$ cat config.mk
export PLATFORM = sky130hd
export DESIGN_NAME = serial_rx_top
export DESIGN_NICKNAME = d
export VERILOG_FILES = /design/src/serial_rx_pkg.sv /design/src/rx_config_regs.sv /design/src/bit_sample_timer.sv /design/src/sync_hunter.sv /design/src/deser_shifter.sv /design/src/serial_rx_top.sv
export VERILOG_INCLUDE_DIRS = /design/src
export SDC_FILE = /design/constraint.sdc
export NUM_CORES = 1
export LEC_CHECK = 0
export ABC_AREA = 0
export BUFFER_PORTS_ARGS = -buffer_cell sky130_fd_sc_hd__buf_4
export CAP_MARGIN = 20
export CORE_UTILIZATION = 50
export DETAILED_ROUTE_END_ITERATION = 10
export PLACE_DENSITY = 0.71
export SETUP_SLACK_MARGIN = 0.3
export SYNTH_ARGS = -nofsm -noshare
export SYNTH_HDL_FRONTEND = slang
export SYNTH_SLANG_ARGS = --single-unit
$ cat constraint.sdc
create_clock -name clk -period 1.8 [get_ports clk]
set_input_delay 0.18 -clock clk [delete_from_list [all_inputs] [get_ports clk]]
set_output_delay 0.18 -clock clk [all_outputs]
set_load 0.005 [all_outputs]
$ cat src/serial_rx_settings.svh
`ifndef SERIAL_RX_SETTINGS_SVH
`define SERIAL_RX_SETTINGS_SVH

`default_nettype none

// Frame width in bits, also the sync window width
`define SRX_DATA_WIDTH 8

// Divider field width, bit period is div+1 clocks
`define SRX_DIV_WIDTH 4

`define SRX_SYNC_RESET 8'hA5 // Pattern loaded at reset

`default_nettype wire

`endif

$ cat src/serial_rx_pkg.sv
`include "serial_rx_settings.svh"

`default_nettype none

package serial_rx_pkg;

    // Control word at address 0, enable in the top bit
    typedef struct packed {
        logic                      enable;    // Whole receive path runs only when set
        logic                      use_sync;  // 1 = start on sync pattern, 0 = on load
        logic                      msb_first; // Bit order of the assembled word
        logic                      spare;     // Stored and read back, no function
        logic [`SRX_DIV_WIDTH-1:0] div;       // Bit period minus one, in clocks
    } rx_ctrl_t;

    // One write word, two readings picked by the address
    typedef union packed {
        rx_ctrl_t                   ctrl;    // Address 0
        logic [`SRX_DATA_WIDTH-1:0] pattern; // Address 1, raw sync pattern
    } rx_cfg_word_u;

    // Everything the receive blocks need from the register block
    typedef struct packed {
        rx_ctrl_t                   ctrl;
        logic [`SRX_DATA_WIDTH-1:0] sync_pat;
    } rx_cfg_t;

endpackage

`default_nettype wire

$ cat src/rx_config_regs.sv
`include "serial_rx_settings.svh"

`default_nettype none

module rx_config_regs (
    input  logic                       clk,
    input  logic                       rst_n,
    input  logic                       cfg_we,    // Write strobe, one word per high cycle
    input  logic                       cfg_addr,  // 0 = control, 1 = sync pattern
    input  serial_rx_pkg::rx_cfg_word_u cfg_wdata,
    output logic [7:0]                 cfg_rdata,
    output serial_rx_pkg::rx_cfg_t     cfg
);

    serial_rx_pkg::rx_ctrl_t    ctrl_q;                // Control word register
    logic [`SRX_DATA_WIDTH-1:0] sync_q;                // Sync pattern register

    // Address picks which view of the union is stored
    always_ff @(posedge clk or negedge rst_n) begin
        if (!rst_n) begin
            ctrl_q <= '0;                              // Disabled, explicit, LSB-first, div 0
            sync_q <= `SRX_SYNC_RESET;
        end else if (cfg_we) begin
            if (cfg_addr) begin
                sync_q <= cfg_wdata.pattern;
            end else begin
                ctrl_q <= cfg_wdata.ctrl;              // Spare bit kept as written
            end
        end
    end

    // Configuration bus seen by the timer, hunter and deserializer
    assign cfg.ctrl     = ctrl_q;
    assign cfg.sync_pat = sync_q;

    // Readback is combinational on the address
    always_comb begin
        if (cfg_addr) begin
            cfg_rdata = sync_q;
        end else begin
            cfg_rdata = ctrl_q;
        end
    end

endmodule

`default_nettype wire

$ cat src/bit_sample_timer.sv
`include "serial_rx_settings.svh"

`default_nettype none

module bit_sample_timer (
    input  logic                   clk,
    input  logic                   rst_n,
    input  serial_rx_pkg::rx_cfg_t cfg,
    input  logic                   frame_start,   // Restart the bit period
    output logic                   sample_strobe  // One cycle per bit period
);

    logic [`SRX_DIV_WIDTH-1:0] cnt; // Position inside the current bit period

    // Counter runs 0..div and holds while disabled
    always_ff @(posedge clk or negedge rst_n) begin
        if (!rst_n) begin
            cnt <= '0;
        end else if (frame_start) begin
            cnt <= '0;                                 // Align bit boundaries to the frame
        end else if (cfg.ctrl.enable) begin
            if (cnt == cfg.ctrl.div) begin
                cnt <= '0;
            end else begin
                cnt <= cnt + 1'b1;                     // Wraps if div shrank below cnt
            end
        end
    end

    // Strobe on the last count of the period
    assign sample_strobe = cfg.ctrl.enable && (cnt == cfg.ctrl.div);

    // A period longer than one clock never strobes back to back
    a_strobe_spacing: assert property (@(posedge clk) disable iff (!rst_n)
        (sample_strobe && (cfg.ctrl.div != '0)) |=>
            (!sample_strobe || $changed(cfg.ctrl.div)))
        else $error("sample_strobe high on consecutive cycles with div %0d", cfg.ctrl.div);

endmodule

`default_nettype wire

$ cat src/sync_hunter.sv
`include "serial_rx_settings.svh"

`default_nettype none

module sync_hunter (
    input  logic                   clk,
    input  logic                   rst_n,
    input  serial_rx_pkg::rx_cfg_t cfg,
    input  logic                   sample_strobe,
    input  logic                   serial_in,
    input  logic                   busy,     // Deserializer inside a frame
    output logic                   sync_hit  // Pattern seen, one cycle
);

    logic [`SRX_DATA_WIDTH-1:0] window;      // Last sampled bits, oldest in the MSB
    logic [`SRX_DATA_WIDTH-1:0] window_next;

    assign window_next = {window[`SRX_DATA_WIDTH-2:0], serial_in}; // Newest bit at bit 0

    always_ff @(posedge clk or negedge rst_n) begin
        if (!rst_n) begin
            window   <= '0;
            sync_hit <= 1'b0;
        end else begin
            sync_hit <= 1'b0;                          // Pulse only
            if (cfg.ctrl.enable) begin
                if (busy || sync_hit) begin
                    // Payload bits must not build up a false start
                    window <= '0;
                end else if (sample_strobe) begin
                    window   <= window_next;
                    sync_hit <= cfg.ctrl.use_sync && (window_next == cfg.sync_pat);
                end
            end
        end
    end

    // A hit must never overlap a frame in progress
    a_no_hit_when_busy: assert property (@(posedge clk) disable iff (!rst_n)
        !(sync_hit && busy))
        else $error("sync_hit high while deserializer busy");

endmodule

`default_nettype wire

$ cat src/deser_shifter.sv
`include "serial_rx_settings.svh"

`default_nettype none

module deser_shifter (
    input  logic                       clk,
    input  logic                       rst_n,
    input  serial_rx_pkg::rx_cfg_t     cfg,
    input  logic                       sample_strobe,
    input  logic                       serial_in,
    input  logic                       load,          // Start level, explicit mode only
    input  logic                       sync_hit,      // Start pulse, sync mode only
    output logic                       frame_start,   // To the timer, restarts bit period
    output logic [`SRX_DATA_WIDTH-1:0] parallel_out,
    output logic                       rx_done,
    output logic                       rx_busy
);

    localparam int CNT_W = $clog2(`SRX_DATA_WIDTH);
    localparam logic [CNT_W-1:0] LAST_BIT = CNT_W'(`SRX_DATA_WIDTH - 1);

    typedef enum logic [1:0] {
        ST_IDLE,
        ST_RECEIVING,
        ST_DONE       // Explicit mode, waits here for load low
    } state_t;

    state_t                     state;
    logic [CNT_W-1:0]           bit_cnt;    // Bits captured so far in this frame
    logic [`SRX_DATA_WIDTH-1:0] shift_reg;
    logic [`SRX_DATA_WIDTH-1:0] shift_next;
    logic                       start_cond;

    // Start source follows use_sync, the other one is ignored
    assign start_cond  = cfg.ctrl.use_sync ? sync_hit : load;
    assign frame_start = cfg.ctrl.enable && (state == ST_IDLE) && start_cond;

    // MSB-first shifts left, LSB-first shifts right
    always_comb begin
        if (cfg.ctrl.msb_first) begin
            shift_next = {shift_reg[`SRX_DATA_WIDTH-2:0], serial_in};
        end else begin
            shift_next = {serial_in, shift_reg[`SRX_DATA_WIDTH-1:1]};
        end
    end

    // Payload shift register, one bit per strobe while receiving
    always_ff @(posedge clk) begin
        if (cfg.ctrl.enable && (state == ST_RECEIVING) && sample_strobe) begin
            shift_reg <= shift_next;
        end
    end

    always_ff @(posedge clk or negedge rst_n) begin
        if (!rst_n) begin
            state        <= ST_IDLE;
            bit_cnt      <= '0;
            parallel_out <= '0;
            rx_done      <= 1'b0;
            rx_busy      <= 1'b0;
        end else begin
            rx_done <= 1'b0;                           // Done is a single-cycle pulse
            if (cfg.ctrl.enable) begin
                case (state)
                    ST_IDLE: begin
                        bit_cnt <= '0;
                        if (frame_start) begin
                            state   <= ST_RECEIVING;
                            rx_busy <= 1'b1;
                        end
                    end
                    ST_RECEIVING: begin
                        if (sample_strobe) begin
                            bit_cnt <= bit_cnt + 1'b1;
                            if (bit_cnt == LAST_BIT) begin
                                // Word complete, present it with the new bit included
                                parallel_out <= shift_next;
                                rx_done      <= 1'b1;
                                rx_busy      <= 1'b0;
                                state        <= cfg.ctrl.use_sync ? ST_IDLE : ST_DONE;
                            end
                        end
                    end
                    ST_DONE: begin
                        if (!load || cfg.ctrl.use_sync) begin
                            state <= ST_IDLE;          // Rearm once load released
                        end
                    end
                    default: state <= ST_IDLE;
                endcase
            end
        end
    end

    a_done_not_busy: assert property (@(posedge clk) disable iff (!rst_n)
        !(rx_done && rx_busy))
        else $error("rx_done and rx_busy high together");

    // Done never stretches, even if enable drops
    a_done_single: assert property (@(posedge clk) disable iff (!rst_n)
        rx_done |=> !rx_done)
        else $error("rx_done high for two cycles");

endmodule

`default_nettype wire

$ cat src/serial_rx_top.sv
`include "serial_rx_settings.svh"

`default_nettype none

module serial_rx_top (
    input  logic                        clk,
    input  logic                        rst_n,
    input  logic                        cfg_we,
    input  logic                        cfg_addr,
    input  serial_rx_pkg::rx_cfg_word_u cfg_wdata,
    output logic [7:0]                  cfg_rdata,
    input  logic                        serial_in,
    input  logic                        load,
    output logic [`SRX_DATA_WIDTH-1:0]  parallel_out,
    output logic                        rx_done,
    output logic                        rx_busy,
    output logic                        sync_detected
);

    serial_rx_pkg::rx_cfg_t cfg;           // Shared configuration bus
    logic                   sample_strobe;
    logic                   sync_hit;
    logic                   frame_start;   // Deserializer restarts the timer

    rx_config_regs u_rx_config_regs (
        .clk       (clk),
        .rst_n     (rst_n),
        .cfg_we    (cfg_we),
        .cfg_addr  (cfg_addr),
        .cfg_wdata (cfg_wdata),
        .cfg_rdata (cfg_rdata),
        .cfg       (cfg)
    );

    bit_sample_timer u_bit_sample_timer (
        .clk           (clk),
        .rst_n         (rst_n),
        .cfg           (cfg),
        .frame_start   (frame_start),
        .sample_strobe (sample_strobe)
    );

    // Busy from the deserializer keeps the hunter quiet inside a frame
    sync_hunter u_sync_hunter (
        .clk           (clk),
        .rst_n         (rst_n),
        .cfg           (cfg),
        .sample_strobe (sample_strobe),
        .serial_in     (serial_in),
        .busy          (rx_busy),
        .sync_hit      (sync_hit)
    );

    deser_shifter u_deser_shifter (
        .clk           (clk),
        .rst_n         (rst_n),
        .cfg           (cfg),
        .sample_strobe (sample_strobe),
        .serial_in     (serial_in),
        .load          (load),
        .sync_hit      (sync_hit),
        .frame_start   (frame_start),
        .parallel_out  (parallel_out),
        .rx_done       (rx_done),
        .rx_busy       (rx_busy)
    );

    assign sync_detected = sync_hit; // Hunter pulse straight out

endmodule

`default_nettype wire

==> results_dict.tcl <==
set metrics [dict create \
    outcome "finished, violations left" \
    violations "design-rule violations" \
    crit_arrival_ns 1.97 \
    dp_slack_ns 0.0133 \
    root_buffer "clkbuf_8" \
    min_period_ns 1.78 \
    leakage_nw 1.29 \
    io_buffers 32 \
    antenna_found_initial 0 \
    min_path_cells 3 \
    synth_top_family_by_area "multiplexers" \
    finalMaxSlewViolations 0 \
    ys_seq_area_share_pct 56.1 \
    drv_cap 0 \
    slowest_delay_ns 0.42 \
    post-route-drc-count 2 \
    synth_warnings 0 \
    finalNetCount 248 \
    whs_ns 0.101 \
    power_mw 3.41 \
    netlist_area_um2 2360 \
    dpl.cell_count 266 \
    synth-simple-area-share_pct 9.45 \
    std_cell_rows 24 \
    timing.setup.tns_ns 0 \
    antenna_cells 0 \
    crit_fanout 4 \
    grt_overflow 0 \
    antenna_left 0 \
    hold_class "input port to flip-flop" \
    synth_seq_cells 51 \
    cp_top_family "simple AND/OR/NAND/NOR gates" \
    synthFlopType "dfrtp_1" \
    drive_above_1_share_pct 47.8 \
    grt_pass1_vias 1606 \
    post_drt_via_cell_ratio 5.71 \
    async_flop_share_pct 84.3 \
    yosysMostFrequentCell "dfrtp_1" \
    dieHeight_um 70.6 \
    drt_first_pass_iters 7 \
    p_per_area_nw_per_um2 1150 \
    post_synth_fa_ha_maj_area_fraction_pct 1.59 \
    dp_hpwl_mm 3.31 \
    grt_pass1_wl_mm 7.79 \
    synth_xor_area_share_pct 4.46 \
    vias 1622 \
    synthMuxAreaShare_pct 18.6 \
    synth_cell_type_count 34 \
    place_congestion 0.770 \
    initial_core_util_pct 53.0 \
    irDropWorstVdd_uv 588 \
    worstPathRequired_ns 1.99 \
    area_delta_synth_final_pct 25.5 \
    drt-initial-drc-count 94 \
    finalCritPeriodShare_pct 98.9 \
    path_class "flip-flop to flip-flop" \
    hold_viol 0 \
    clk_pin_slew_ns 0.09 \
    cp_slowest_cell "dfrtp_1" \
    synth_top_area_share_pct 41.4 \
    wl_per_cell_um 16.8 \
    max_freq_mhz 562 \
    grt_max_degree 44 \
    clock_skew_ns 0.00903 \
    synthTopCellsByArea "dfrtp_1, mux2_2, edfxtp_1" \
    crit_chain "xor2_2, nor4_4, and4_4, clkbuf_16, mux2_4" \
    dieArea_um2 4990 \
    endpoint_kind "flip-flop" \
    synth_compound_area_share_pct 7.33 \
    final-setup-viol-count 0 \
    post_synth.cell_area_avg_um2 12.9 \
    worstSetupStartpointType "flip-flop" \
    yosysTopAreaCell "dfrtp_1" \
    cts_tree "built" \
    cts-buffers-inserted 5 \
    grt.total_usage_pct 20.2 \
    worstRegToRegCells 5 \
    core_area_um2 4440 \
    synth_common_cells "dfrtp_1, mux2_2, nand2_1, edfxtp_1, xnor2_1" \
    worst_slew_pin_slew_ns 0.539 \
    worst-path-buf-inv 1 \
    rsz0062_at_grt "yes" \
    ios 33 \
    max-slew-margin-rel_pct 64.1 \
    htreeDepth 2 \
    crit_cells 5 \
    cts_buffer_depth 2 \
    drt-total-wl_mm 4.77 \
    clock_latency_ns 0.30 \
    synth_edf_count 8 \
    stdcell_count 284 \
    fp.dieW_um 70.6 \
    cts_sinks 51 \
    setup_slack_ns 0.0198 \
    synth_nets 199 \
    netlist_instances 182 \
]
[worst paths after layout]
path	slack, ns	end	start
setup / recovery	0.02	u_deser_shifter.parallel_out[0]$_DFFE_PN0P_	u_bit_sample_timer.cnt[0]$_DFFE_PN0P_
hold / removal	0.10	u_rx_config_regs.cfg[14]$_DFFE_PN0P_	cfg_wdata[6]
setup reg to reg	0.02	u_deser_shifter.parallel_out[0]$_DFFE_PN0P_	u_bit_sample_timer.cnt[0]$_DFFE_PN0P_
hold reg to reg	0.52	u_deser_shifter.parallel_out[5]$_DFFE_PN0P_	u_deser_shifter.parallel_out[5]$_DFFE_PN0P_
max in group asynchronous	1.00	u_rx_config_regs.cfg[15]$_DFFE_PN0P_	rst_n
min in group asynchronous	0.40	u_deser_shifter.parallel_out[7]$_DFFE_PN0P_	rst_n
[per-stage QoR]
| stage | area [um^2] | util, % |
|---|---|---|
| 3_3_place_gp | 2700 | 60.7 |
| 3_5_place_dp | 2700 | 60.7 |
| 5_1_grt | 2960 | 66.5 |
| 2_1_floorplan | 2360 | - |
| 4_1_cts | 2870 | 64.5 |
| 6_report | 2960 | 66.5 |
[logic make-up (layout without fill, tap and decap cells)]
logic type	after synthesis	after routing
adder cells (fa/ha/maj)	3	3
AND/OR/NAND/NOR	40	40
flip-flops	51	51
XOR/XNOR	12	12
AO/OA/AOI/OAI	24	24
buffers and inverters	13	63
multiplexers	39	39
[worst register-to-register path: stages, from the launching register on]
cell and delay, ns:
dfrtp_1 0.42, xor2_2 0.20, nor4_4 0.29, and4_4 0.31
clkbuf_16 0.16, mux2_4 0.30
[power breakdown]
part	leakage [nW]	switching, mW	internal, mW
Sequential	0.602	0.213	1.42
Combinational	0.641	0.479	0.658
Clock	0.0483	0.369	0.274
[cell type report]
| cell class | count | area [um^2] |
|---|---|---|
| clock buffers | 5 | 68.8 |
| inverters | 5 | 18.8 |
| well taps | 52 | 65.1 |
| repair buffers | 50 | 419 |
| fillers | 324 | 1490 |
| multi-input cells | 118 | 1040 |
| clock inverters | 3 | 18.8 |
| flip-flops and latches | 51 | 1320 |
[layer usage]
metal | track usage (%) | share of wire [%]
met5 | 0 | 0
met3 | 4.27 | 4.0
met4 | 5.33 | 1.3
met1 | 28.3 | 45
met2 | 32.5 | 50
[cells in the final DEF (no fill, tap or decap), types with 7 or more instances in the layout]
cell,synthesis,routed
edfxtp_1,8,8
nand4_1,7,7
buf_4,0,45
xnor2_1,8,8
nand2_1,13,13
a22o_1,7,7
mux2_4,0,8
dfrtp_1,39,37
mux2_2,32,31
[what timing repair did]
item,in CTS,in global routing
buffers inserted,6,2
pin swaps,2,1
cloned,0,1
hold buffers,1,0
resized for setup,5,15
endpoints found under the hold margin,39,0
setup endpoints to repair,31,36
(Power assumes the default switching activity.)
